### config.mk
export PLATFORM = sky130hd
export DESIGN_NAME = intr_top
export DESIGN_NICKNAME = d
export VERILOG_FILES = /design/src/hw/intr_pkg.sv /design/src/hw/intr_collect.sv /design/src/hw/irq_sync.sv /design/src/hw/irq_ctrl.sv /design/src/hw/intr_top.sv
export SDC_FILE = /design/constraint.sdc
export NUM_CORES = 1
export LEC_CHECK = 0
export ABC_AREA = 1
export BUFFER_PORTS_ARGS = -buffer_cell sky130_fd_sc_hd__buf_2
export CAP_MARGIN = 20
export CORE_ASPECT_RATIO = 1.75
export CORE_MARGIN = 2
export CORE_UTILIZATION = 48
export CTS_CLUSTER_SIZE = 14
export DETAILED_ROUTE_END_ITERATION = 10
export PLACE_DENSITY = 0.85
export SLEW_MARGIN = 20
export SYNTH_ARGS = -nofsm -noshare
export SYNTH_HDL_FRONTEND = slang
export SYNTH_SLANG_ARGS = --single-unit
export TNS_END_PERCENT = 100
### constraint.sdc
create_clock -name clk_sys_i -period 5.93 [get_ports clk_sys_i]
set_clock_uncertainty 0.15 [all_clocks]
set_input_delay 0.2965 -clock clk_sys_i [delete_from_list [all_inputs] [get_ports clk_sys_i]]
set_output_delay 0.2965 -clock clk_sys_i [all_outputs]
set_load 0.005 [all_outputs]
### src/hw/intr_pkg.sv
// Shared widths, source ID map and gateway state encoding
// for the system interrupt path

package intr_pkg;

  // Controller source vector
  parameter int NumSrc     = 32;
  parameter int SrcIdWidth = 5;

  // Interrupt lines per peripheral group
  parameter int GpioIntrWidth     = 32;
  parameter int I2cIntrWidth      = 15;
  parameter int UartIntrWidth     = 9;
  parameter int SpiIntrWidth      = 2;
  parameter int UsbdevIntrWidth   = 18;
  parameter int PattgenIntrWidth  = 2;
  parameter int AonTimerIntrWidth = 2;

  // Fixed source positions in the controller vector.
  // IDs not listed here are tied to zero.
  typedef enum logic [SrcIdWidth-1:0] {
    SRC_NONE      = 5'd0,
    SRC_REV_CTL   = 5'd1,
    SRC_USBDEV    = 5'd3,
    SRC_PATTGEN   = 5'd6,
    SRC_AON_TIMER = 5'd7,
    SRC_UART0     = 5'd8,
    SRC_UART1     = 5'd9,
    SRC_I2C0      = 5'd16,
    SRC_I2C1      = 5'd17,
    SRC_SPI0      = 5'd24,
    SRC_SPI1      = 5'd25,
    SRC_GPIO      = 5'd28
  } src_id_e;

  // Per-source gateway
  typedef enum logic {
    GW_OPEN    = 1'b0,
    GW_CLAIMED = 1'b1
  } gw_state_e;

endpackage

### src/hw/intr_collect.sv
// Peripheral interrupt collector
// OR-reduces each interrupt group onto its fixed source ID, registered

module intr_collect
  import intr_pkg::*;
(
  input  logic                         clk_sys_i,
  input  logic                         rst_i,

  // Peripheral interrupt groups
  input  logic [GpioIntrWidth-1:0]     gpio_intr_i,
  input  logic [I2cIntrWidth-1:0]      i2c0_intr_i,
  input  logic [I2cIntrWidth-1:0]      i2c1_intr_i,
  input  logic [UartIntrWidth-1:0]     uart0_intr_i,
  input  logic [UartIntrWidth-1:0]     uart1_intr_i,
  input  logic [SpiIntrWidth-1:0]      spi0_intr_i,
  input  logic [SpiIntrWidth-1:0]      spi1_intr_i,
  input  logic [UsbdevIntrWidth-1:0]   usbdev_intr_i,
  input  logic [PattgenIntrWidth-1:0]  pattgen_intr_i,
  input  logic [AonTimerIntrWidth-1:0] aon_timer_intr_i,
  input  logic                         rev_ctl_intr_i,

  // Source vector to the controller
  output logic [NumSrc-1:0]            src_vec_o
);

  logic [NumSrc-1:0] src_vec_d;
  logic [NumSrc-1:0] src_vec_q;

  // One bit per peripheral, everything else stays zero
  always_comb begin
    src_vec_d = '0;

    src_vec_d[SRC_REV_CTL]   = rev_ctl_intr_i;
    src_vec_d[SRC_USBDEV]    = |usbdev_intr_i;
    src_vec_d[SRC_PATTGEN]   = |pattgen_intr_i;
    src_vec_d[SRC_AON_TIMER] = |aon_timer_intr_i;

    // UARTs
    src_vec_d[SRC_UART0]     = |uart0_intr_i;
    src_vec_d[SRC_UART1]     = |uart1_intr_i;

    // I2C controllers
    src_vec_d[SRC_I2C0]      = |i2c0_intr_i;
    src_vec_d[SRC_I2C1]      = |i2c1_intr_i;

    // SPI hosts
    src_vec_d[SRC_SPI0]      = |spi0_intr_i;
    src_vec_d[SRC_SPI1]      = |spi1_intr_i;

    src_vec_d[SRC_GPIO]      = |gpio_intr_i;
  end

  // One cycle from any group to the vector
  always_ff @(posedge clk_sys_i) begin
    if (rst_i) begin
      src_vec_q <= '0;
    end else begin
      src_vec_q <= src_vec_d;
    end
  end

  assign src_vec_o = src_vec_q;

endmodule

### src/hw/irq_sync.sv
// Two-level synchronizer into the system clock
// Carries the timer interrupt and the watchdog bark

module irq_sync #(
  parameter int SyncStages = 2
) (
  input  logic clk_sys_i,
  input  logic rst_i,

  // Asynchronous levels
  input  logic timer_intr_i,
  input  logic wdog_bark_i,

  // Synchronized levels
  output logic timer_sync_o,
  output logic wdog_bark_sync_o
);

  // Bit 0 carries the timer, bit 1 the bark
  logic [SyncStages-1:0][1:0] chain_q;

  always_ff @(posedge clk_sys_i) begin
    if (rst_i) begin
      chain_q <= '0;
    end else begin
      chain_q[0] <= {wdog_bark_i, timer_intr_i};
      for (int i = 1; i < SyncStages; i++) begin
        chain_q[i] <= chain_q[i-1];
      end
    end
  end

  // Last stage of each chain
  assign timer_sync_o     = chain_q[SyncStages-1][0];
  assign wdog_bark_sync_o = chain_q[SyncStages-1][1];

endmodule

### src/hw/irq_ctrl.sv
// Small platform interrupt controller
// Level gateways, pending bits, fixed priority, claim and complete,
// plus registered timer and NMI lines to the core

module irq_ctrl
  import intr_pkg::*;
(
  input  logic              clk_sys_i,
  input  logic              rst_i,

  // Sources and mask
  input  logic [NumSrc-1:0] src_vec_i,
  input  logic [NumSrc-1:0] enable_i,

  // Claim takes the current irq_id_o, complete reopens a gateway
  input  logic              claim_i,
  input  logic              complete_i,
  input  src_id_e           complete_id_i,

  // Already synchronized to clk_sys_i
  input  logic              timer_sync_i,
  input  logic              wdog_bark_sync_i,

  // Core interrupt lines
  output logic              irq_o,
  output src_id_e           irq_id_o,
  output logic              irq_timer_o,
  output logic              irq_nm_o
);

  // Gateway and pending state
  gw_state_e         gw_q [NumSrc];
  gw_state_e         gw_d [NumSrc];
  logic [NumSrc-1:0] pending_q;
  logic [NumSrc-1:0] pending_d;

  // Priority select
  logic [NumSrc-1:0] active;
  src_id_e           sel_id;

  // Output registers
  logic              irq_q;
  src_id_e           irq_id_q;
  logic              timer_q;
  logic              nm_q;

  // Next gateway and pending state
  always_comb begin
    pending_d = pending_q;
    for (int i = 0; i < NumSrc; i++) begin
      gw_d[i] = gw_q[i];
    end

    // Open gateways latch a high source
    for (int i = 0; i < NumSrc; i++) begin
      if (gw_q[i] == GW_OPEN && src_vec_i[i]) begin
        pending_d[i] = 1'b1;
      end
    end

    if (complete_i) begin
      gw_d[complete_id_i] = GW_OPEN;
    end

    // Claim of nothing is ignored
    if (claim_i && irq_id_q != SRC_NONE) begin
      pending_d[irq_id_q] = 1'b0;
      gw_d[irq_id_q]      = GW_CLAIMED;
    end
  end

  always_ff @(posedge clk_sys_i) begin
    if (rst_i) begin
      pending_q <= '0;
      for (int i = 0; i < NumSrc; i++) begin
        gw_q[i] <= GW_OPEN;
      end
    end else begin
      pending_q <= pending_d;
      for (int i = 0; i < NumSrc; i++) begin
        gw_q[i] <= gw_d[i];
      end
    end
  end

  assign active = pending_q & enable_i;

  // Lowest nonzero ID wins; ID 0 is reserved for "none"
  always_comb begin
    sel_id = SRC_NONE;
    for (int i = NumSrc - 1; i > 0; i--) begin
      if (active[i]) begin
        sel_id = src_id_e'(SrcIdWidth'(i));
      end
    end
  end

  // Notification, one cycle behind pending
  always_ff @(posedge clk_sys_i) begin
    if (rst_i) begin
      irq_q    <= 1'b0;
      irq_id_q <= SRC_NONE;
    end else begin
      irq_q    <= |active;
      irq_id_q <= sel_id;
    end
  end

  // Timer and bark bypass the gateways
  always_ff @(posedge clk_sys_i) begin
    if (rst_i) begin
      timer_q <= 1'b0;
      nm_q    <= 1'b0;
    end else begin
      timer_q <= timer_sync_i;
      nm_q    <= wdog_bark_sync_i;
    end
  end

  assign irq_o       = irq_q;
  assign irq_id_o    = irq_id_q;
  assign irq_timer_o = timer_q;
  assign irq_nm_o    = nm_q;

endmodule

### src/hw/intr_top.sv
// Interrupt path of the system top level
// Collector and controller for peripheral sources, synchronizer for timer and bark

module intr_top
  import intr_pkg::*;
#(
  parameter int SyncStages = 2
) (
  input  logic                         clk_sys_i,
  input  logic                         rst_i,

  // Peripheral interrupt groups
  input  logic [GpioIntrWidth-1:0]     gpio_intr_i,
  input  logic [I2cIntrWidth-1:0]      i2c0_intr_i,
  input  logic [I2cIntrWidth-1:0]      i2c1_intr_i,
  input  logic [UartIntrWidth-1:0]     uart0_intr_i,
  input  logic [UartIntrWidth-1:0]     uart1_intr_i,
  input  logic [SpiIntrWidth-1:0]      spi0_intr_i,
  input  logic [SpiIntrWidth-1:0]      spi1_intr_i,
  input  logic [UsbdevIntrWidth-1:0]   usbdev_intr_i,
  input  logic [PattgenIntrWidth-1:0]  pattgen_intr_i,
  input  logic [AonTimerIntrWidth-1:0] aon_timer_intr_i,
  input  logic                         rev_ctl_intr_i,

  // Asynchronous to clk_sys_i
  input  logic                         timer_intr_i,
  input  logic                         wdog_bark_i,

  // Controller control
  input  logic [NumSrc-1:0]            enable_i,
  input  logic                         claim_i,
  input  logic                         complete_i,
  input  src_id_e                      complete_id_i,

  // To the core
  output logic                         irq_o,
  output src_id_e                      irq_id_o,
  output logic                         irq_timer_o,
  output logic                         irq_nm_o
);

  logic [NumSrc-1:0] src_vec;
  logic              timer_sync;
  logic              wdog_bark_sync;

  intr_collect u_collect (
    .clk_sys_i        (clk_sys_i),
    .rst_i            (rst_i),

    .gpio_intr_i      (gpio_intr_i),
    .i2c0_intr_i      (i2c0_intr_i),
    .i2c1_intr_i      (i2c1_intr_i),
    .uart0_intr_i     (uart0_intr_i),
    .uart1_intr_i     (uart1_intr_i),
    .spi0_intr_i      (spi0_intr_i),
    .spi1_intr_i      (spi1_intr_i),
    .usbdev_intr_i    (usbdev_intr_i),
    .pattgen_intr_i   (pattgen_intr_i),
    .aon_timer_intr_i (aon_timer_intr_i),
    .rev_ctl_intr_i   (rev_ctl_intr_i),

    .src_vec_o        (src_vec)
  );

  // Timer and watchdog bark into the system clock
  irq_sync #(
    .SyncStages(SyncStages)
  ) u_sync (
    .clk_sys_i        (clk_sys_i),
    .rst_i            (rst_i),

    .timer_intr_i     (timer_intr_i),
    .wdog_bark_i      (wdog_bark_i),

    .timer_sync_o     (timer_sync),
    .wdog_bark_sync_o (wdog_bark_sync)
  );

  irq_ctrl u_ctrl (
    .clk_sys_i        (clk_sys_i),
    .rst_i            (rst_i),

    .src_vec_i        (src_vec),
    .enable_i         (enable_i),

    .claim_i          (claim_i),
    .complete_i       (complete_i),
    .complete_id_i    (complete_id_i),

    .timer_sync_i     (timer_sync),
    .wdog_bark_sync_i (wdog_bark_sync),

    .irq_o            (irq_o),
    .irq_id_o         (irq_id_o),
    .irq_timer_o      (irq_timer_o),
    .irq_nm_o         (irq_nm_o)
  );

endmodule

==> results by group, run 1 <==
Timing
  • Final min period: 2.204 ns
  • Max Transition Viols Final: 0
  • Actual transition at the worst max-transition pin: ~0.85 ns
  • # setup viols final: 0
  • Slew HR: 43.19%
  • Max Freq: 0.4537 GHz
  • Final period utilization: 37.16%
  • Post-Route Setup TNS: 0 ns
  • RSZ-0062 raised after global routing: no
  • Final Hold Viols: 0
  • Fin Hold WS: around 0.014 ns

Drt
  • Pre-Repair DR Iteration Count: 4
  • Drt drc: 0
  • Vias/cell: slightly above 5
  • ANT nets after route: 0
  • 1st-iter DRT viols: 160
  • Drt wl/cell: 13.12 um
  • WL final: just under 9 mm
  • Via count: roughly 3400

Floorplanning
  • Die ar.: 6768 um2
  • Placement row count: 37
  • Area of the core: around 6000 um2
  • Die height: 107.3 um
  • Io pins: 158
  • Initial Util: 49.82%
  • Die width: 63.05 um

Finish
  • Layout cells sized above 1: 34.08%
  • Fill cell count: 535
  • Antenna cells: 0
  • Sequential cell area: 1321 um2
  • Most frequent cells in the layout: buf_2, nand2_1, dfxtp_1, nor2_1, inv_1
  • Nets: 731
  • Area grow syn2layout: 36.18%
  • Footprint of the multi-input gates: 1383 um2
  • Commonest non-fill, non-tap cell in the layout: buf_2
  • End-of-flow core utilization: 67.84%

Setup path
  • Largest delay share family, worst path: simple AND/OR/NAND/NOR gates
  • Max incr delay on CP: 0.32 ns
  • Crit Path Max Fanout: 2
  • Worst setup path class: flip-flop to flip-flop
  • Arr. time, crit path: 2.25 ns
  • CP most frequent cell: nand2_1
  • Startpoint Class: flip-flop
  • Critical Path End Type: flip-flop
  • CP max-delay cell: dfxtp_1
  • Worst path required time: 5.97 ns
  • Worst R2R Path Depth: 32
  • Reg2Reg Capture Point: u_ctrl.irq_id_o[0]$_SDFF_PP0_
  • Reg2Reg Launch Point: u_ctrl.pending_q[31]$_SDFFE_PP0P_
  • FF-to-FF setup slack: roughly 3.7 ns
  • Critical path buffer and inverter count: 1

Flow run
  • MaxCap Viol Count: 0

Synthesis
  • Mean area per synthesized cell: 7.058 um2
  • Post-synth cell types: 24
  • Synthesis-stage register bit count: 66
  • Synthesized area: 2929 um2
  • Synth Area in Compound Gates: 13.63%
  • Adder-Cell Fraction of Synth Area: 0%
  • Sequential area share after synthesis: 45.11%
  • Mapped Cells: 415
  • Synth Area in Simple Gates: 33.58%
  • Synth warn: 0
  • Synth Area in XOR/XNOR: 0%
  • Post-synth net total: between 500 and 600
  • Portion of netlist area occupied by mux cells: 0%
  • Largest family of logic cells by synthesized area: simple AND/OR/NAND/NOR gates

Placement
  • Routability Congestion: approximately 0.92
  • Port Buffer Count: 157
  • Hpwl dp: 7.152 mm

Global routing
  • First-pass GRT wire length: 13.99 mm
  • Initial antenna violation count: 0
  • Vias in the first global route: 3353
  • Overflow after GRT: 0
  • GRT Total Usage: 26.96%
  • Largest net degree at the start of global routing: between 40 and 50

Worst hold path
  • Hold Startpoint: wdog_bark_i
  • Worst Hold Path EP: u_sync.chain_q[1]$_SDFF_PP0_
  • Tightest Hold Check Type: input port to flip-flop
  • Worst Hold Depth: 3

Power
  • Clock power share: 33.9%
  • Switching part of the total: 25.83%
  • Maximum VDD drop: 0.1600 mV
  • Net switching power: 0.2367 mW
  • Power Density: 229.8 nW/um2
  • Leakage: 2.022 nW
  • Logic pwr share: 14.7%
  • Flop pwr share: 51.4%
  • Internal power: just under 0.7 mW

CTS
  • CTS H-Tree Depth: 3
  • Setup bufs post-CTS: 0
  • Clk buf depth: 2
  • CTS buffer count: 9
  • Root buffer cell: clkbuf_8
  • Reg clk slew, reported paths: 0.07 ns
  • Worst skew pair latency: 0.34 ns
  • CTS tree: done
  • CTS Sinks: between 60 and 70

Status
  • Status: completed
cell usage after synthesis, drive strengths merged:
| cell | instances | share of area [%] |
|---|---|---|
| nand2 | 111 | 17 |
| dfxtp | 66 | 45 |
| nor2 | 58 | 7.4 |
| inv | 54 | 6.9 |
| a21oi | 32 | 5.6 |
| nor4 | 20 | 4.3 |
| nor3 | 16 | 2.7 |
| o21ai | 15 | 2.6 |
| a31oi | 13 | 2.8 |
| nand3 | 9 | 1.5 |
| clkbuf | 6 | 0.77 |
| nand4 | 4 | 0.85 |
| o211ai | 3 | 0.77 |
| a41oi | 2 | 0.60 |
| o21bai | 2 | 0.51 |
| a21boi | 1 | 0.26 |
| o31ai | 1 | 0.26 |
| o41ai | 1 | 0.30 |
| or2 | 1 | 0.21 |
state kept, by name, summed over array words and instances, names as in the netlist:
| name | count |
|---|---|
| u_ctrl.irq_timer_o | 1 |
| u_sync.chain_q | 2 |
| u_ctrl.irq_id_o | 5 |
| u_ctrl.gw_q | 11 |
| u_ctrl.irq_nm_o | 1 |
| u_sync.timer_sync_o | 1 |
| u_sync.wdog_bark_sync_o | 1 |
| u_ctrl.irq_o | 1 |
| u_collect.src_vec_o | 11 |
| u_ctrl.pending_q | 32 |
worst max path at each step:
| stage | from | endpoint | slack, ns | depth (start not counted) |
|---|---|---|---|---|
| floorplan | enable_i[31] | u_ctrl.irq_id_o[0]$_SDFF_PP0_ | 3.99 | 32 |
| global placement | enable_i[31] | u_ctrl.irq_id_o[0]$_SDFF_PP0_ | 3.73 | 33 |
| detailed placement | enable_i[31] | u_ctrl.irq_id_o[0]$_SDFF_PP0_ | 3.68 | 33 |
| CTS | u_ctrl.pending_q[30]$_SDFFE_PP0P_ | u_ctrl.irq_id_o[0]$_SDFF_PP0_ | 3.76 | 31 |
| global route | u_ctrl.pending_q[31]$_SDFFE_PP0P_ | u_ctrl.irq_id_o[0]$_SDFF_PP0_ | 3.43 | 32 |
| finish | u_ctrl.pending_q[31]$_SDFFE_PP0P_ | u_ctrl.irq_id_o[0]$_SDFF_PP0_ | 3.73 | 32 |
tightest hold or removal path, cell delays in order:
cell	delay [ns]
buf_2	0.09
inv_1	0.04
nor2_1	0.03
kinds of logic after synthesis:
| group | count (synthesis) |
|---|---|
| AOI/OAI and AO/OA | 70 |
| buffers and inverters | 60 |
| DFF | 66 |
| and+or+nand+nor | 219 |
per-stage QoR:
| stage | total power, mW | worst slack (ns) | instance area (um2) | cells |
|---|---|---|---|---|
| floorplan | 0.5383 | 3.991 | 2929 | 415 |
| global placement | 0.6087 | 3.732 | 3790 | 644 |
| detailed placement | 0.6129 | 3.676 | 3790 | 644 |
| CTS | 0.9236 | 3.763 | 3989 | 662 |
| global route | 0.9597 | 3.432 | 3989 | 662 |
| finish | 0.9165 | 3.726 | 3989 | 662 |
cell type report:
type | count | share of cell area (%)
Tap cell | 78 | 2.447
Inverter | 54 | 5.082
Clock buffer | 11 | 3.545
Timing Repair Buffer | 161 | 20.70
Sequential cell | 66 | 33.12
Clock inverter | 3 | 0.4391
Multi-Input combinational cell | 289 | 34.66
per-layer routing:
layer  vias up  wire (um)  global-route usage [%]
met2       124       4700                   50.99
met3        31        503                   7.008
met4         0        391                   16.67
met5         -          0                       0
met1      1508       3088                   25.08
li1       1692          -                       -
power by group through the flow:
stage	registers [mW]	logic [mW]	clock network, mW
after floorplan	0.478	0.0600	0
after global placement	0.480	0.129	0
after global routing	0.472	0.151	0.337
after detailed placement	0.480	0.133	0
final	0.471	0.135	0.311
after CTS	0.471	0.135	0.318
what timing repair did:
action	4_1_cts	5_1_grt
resized for setup	0	0
setup endpoints to repair	0	0
hold endpoints to repair	3	0
hold buffers	4	0
Note: power is estimated with default switching activity, not from simulation.
==> run 2, diff against run 1 <==
--- a/config.mk
+++ b/config.mk
@@ -10,10 +10,10 @@
 export CAP_MARGIN = 20
 export CORE_ASPECT_RATIO = 1.75
 export CORE_MARGIN = 2
-export CORE_UTILIZATION = 48
+export CORE_UTILIZATION = 45
 export CTS_CLUSTER_SIZE = 14
 export DETAILED_ROUTE_END_ITERATION = 10
-export PLACE_DENSITY = 0.85
+export PLACE_DENSITY = 0.8
 export SLEW_MARGIN = 20
 export SYNTH_ARGS = -nofsm -noshare
 export SYNTH_HDL_FRONTEND = slang
==> constraint.sdc (replaced) <==
create_clock -name clk_sys_i -period 2.1 [get_ports clk_sys_i]
set_clock_uncertainty 0.15 [all_clocks]
set_input_delay 0.105 -clock clk_sys_i [delete_from_list [all_inputs] [get_ports clk_sys_i]]
set_output_delay 0.105 -clock clk_sys_i [all_outputs]
set_load 0.005 [all_outputs]
==> run 2 against run 1 <==
Largest power group unchanged. Worst hold slack improved by 0.0073 ns. Cell count is 6.3% higher. Sequential power rose to 2.8 times the previous value. Sequential share of layout area fell by 3.2 points. The flow now finishes with violations (setup timing). First-iteration DRC count increased by 47%. Worst setup slack lost 3.8 ns. Routed wire length is 12% higher. Register-to-register slack worse by 3.8 ns. Utilization grew 3.1 points. Critical path type unchanged. Clock-buffer cell count shrank 2.
==> results by group, run 2 (synthesis gave the netlist of run 1 again) <==
Setup path
  • Reg2Reg Launch Point: u_ctrl.pending_q[31]$_SDFFE_PP0P_
  • CP max-delay cell: dfxtp_2
  • Max incr delay on CP: between 0.3 and 0.4 ns
  • Startpoint Class: flip-flop
  • Arr. time, crit path: 2.22 ns
  • Worst R2R Path Depth: 32
  • Worst path required time: between 2 and 2.5 ns
  • Critical Path End Type: flip-flop
  • Reg2Reg Capture Point: u_ctrl.irq_id_o[0]$_SDFF_PP0_
  • Worst setup path class: flip-flop to flip-flop
  • Crit Path Max Fanout: 2
  • CP most frequent cell: nand2_1
  • FF-to-FF setup slack: -0.05 ns

Finish
  • Antenna cells: 0
  • Area grow syn2layout: 50.96%
  • Commonest non-fill, non-tap cell in the layout: buf_2
  • Biggest register: u_ctrl.pending_q
  • Max reg flops: 32
  • Layout cells sized above 1: 33.49%
  • Nets: around 770
  • Most frequent cells in the layout: buf_2, nand2_1, dfxtp_1, nor2_1, inv_1

Drt
  • Drt drc: 0
  • Vias/cell: 5.080
  • WL final: between 9 and 10 mm
  • 1st-iter DRT viols: 235
  • Drt wl/cell: 13.82 um
  • Via count: 3576
  • ANT nets after route: 0
  • Pre-Repair DR Iteration Count: 5

Placement
  • Hpwl dp: 7.131 mm
  • Routability Congestion: roughly 1
  • DP Worst Slack: -0.02566 ns
  • Port Buffer Count: 157

Timing
  • RSZ-0062 raised after global routing: yes
  • Slew HR: 69.47%
  • # setup viols final: 1
  • Actual transition at the worst max-transition pin: between 0.4 and 0.5 ns
  • Final Hold Viols: 0
  • Final min period: 2.149 ns
  • Max Transition Viols Final: 0
  • Final period utilization: 102.4%
  • Max Freq: 0.4652 GHz
  • Worst Slack Setup Final: -0.04946 ns
  • Post-Route Setup TNS: -0.04946 ns

Worst hold path
  • Tightest Hold Check Type: input port to flip-flop
  • Worst Hold Depth: 4
  • Worst Hold Path EP: u_ctrl.pending_q[31]$_SDFFE_PP0P_
  • Hold Startpoint: rst_i

Global routing
  • Largest net degree at the start of global routing: 46
  • Initial antenna violation count: 0
  • Overflow after GRT: 0
  • Vias in the first global route: 3577
  • GRT Total Usage: 27.49%
  • First-pass GRT wire length: 15.38 mm

Power
  • Leakage: 2.215 nW
  • Power Density: 637.3 nW/um2
  • Net switching power: between 0.7 and 0.8 mW
  • Switching part of the total: 26.93%
  • Maximum VDD drop: 0.5935 mV
  • Logic pwr share: 15.7%
  • Flop pwr share: 47.2%
  • Internal power: 2.059 mW
  • Clock power share: 37.1%

CTS
  • CTS H-Tree Depth: 3
  • Clk buf depth: 2
  • CTS Sinks: 66
  • CTS tree: done
  • Worst skew pair latency: 0.34 ns
  • CTS buffer count: 9
  • Setup bufs post-CTS: 0
  • Root buffer cell: clkbuf_8
  • Reg clk slew, reported paths: approximately 0.070 ns

Floorplanning
  • Die height: 110.7 um
  • Die ar.: 7195 um2
  • Area of the core: roughly 6200 um2
  • Initial Util: 47.03%
  • Placement row count: 38
  • Io pins: 158
  • Die width: 64.99 um

Status
  • Status: finished with violations
  • Failing checks: setup timing

Flow run
  • MaxCap Viol Count: 0
run 2: through the flow:
step	instances	cell area [um2]	hold slack (ns)	total power [mW]	utilization [%]
2_1_floorplan	415	2929	0.06051	1.520	-
3_3_place_gp	647	3800	0.1552	1.728	61.01
3_5_place_dp	647	3800	0.1638	1.739	61.01
4_1_cts	705	4418	0.004843	2.815	70.93
5_1_grt	704	4422	0.02948	2.931	70.99
6_report	704	4422	0.02105	2.818	70.99
run 2: worst max path at each step:
stage | start | endpoint | slack (ns) | depth (start not counted)
floorplan | u_ctrl.pending_q[31]$_SDFFE_PP0P_ | u_ctrl.irq_id_o[0]$_SDFF_PP0_ | 0.17 | 32
global placement | u_ctrl.pending_q[31]$_SDFFE_PP0P_ | u_ctrl.irq_id_o[0]$_SDFF_PP0_ | 0.03 | 32
detailed placement | u_ctrl.pending_q[31]$_SDFFE_PP0P_ | u_ctrl.irq_id_o[0]$_SDFF_PP0_ | -0.03 | 32
CTS | u_ctrl.pending_q[31]$_SDFFE_PP0P_ | u_ctrl.irq_id_o[0]$_SDFF_PP0_ | -0.03 | 32
global route | u_ctrl.pending_q[31]$_SDFFE_PP0P_ | u_ctrl.irq_id_o[0]$_SDFF_PP0_ | -0.36 | 32
finish | u_ctrl.pending_q[31]$_SDFFE_PP0P_ | u_ctrl.irq_id_o[0]$_SDFF_PP0_ | -0.05 | 32
run 2: worst max-delay path: cells and delay by family, from the launching register on:
family / cells / cell delay [ns]
DFF: 1 / 0.33
and+or+nand+nor: 30 / 1.46
buffers and inverters: 1 / 0.03
AOI/OAI and AO/OA: 1 / 0.05
run 2: power by group through the flow:
stage	Clock, mW	Combinational [mW]	Sequential [mW]
floorplan	0	0.169	1.35
global placement	0	0.371	1.36
detailed placement	0	0.381	1.36
CTS	1.05	0.434	1.33
global route	1.11	0.487	1.33
finish	1.04	0.443	1.33
run 2: per-layer routing:
layer	up-vias	part of all wire [%]	track usage, %
met5	-	0	0
met4	0	5.1	16.31
met3	44	6.5	8.122
met2	161	52	49.76
met1	1603	36	26.26
li1	1768	-	-
run 2: cell type report:
type	instances	area [um2]
clock buffer	9	123.9
clock inverter	7	70.07
fill	521	1807
inverter	54	202.7
multi-input combinational	289	1398
sequential	66	1324
tap	80	100.1
timing repair buffer	199	1204
run 2: timing repair:
action	in CTS	in global routing
hold buffers	42	0
resized for setup	2	4
endpoints found under the setup margin	1	4
hold endpoints to repair	19	0
pin swaps	0	0
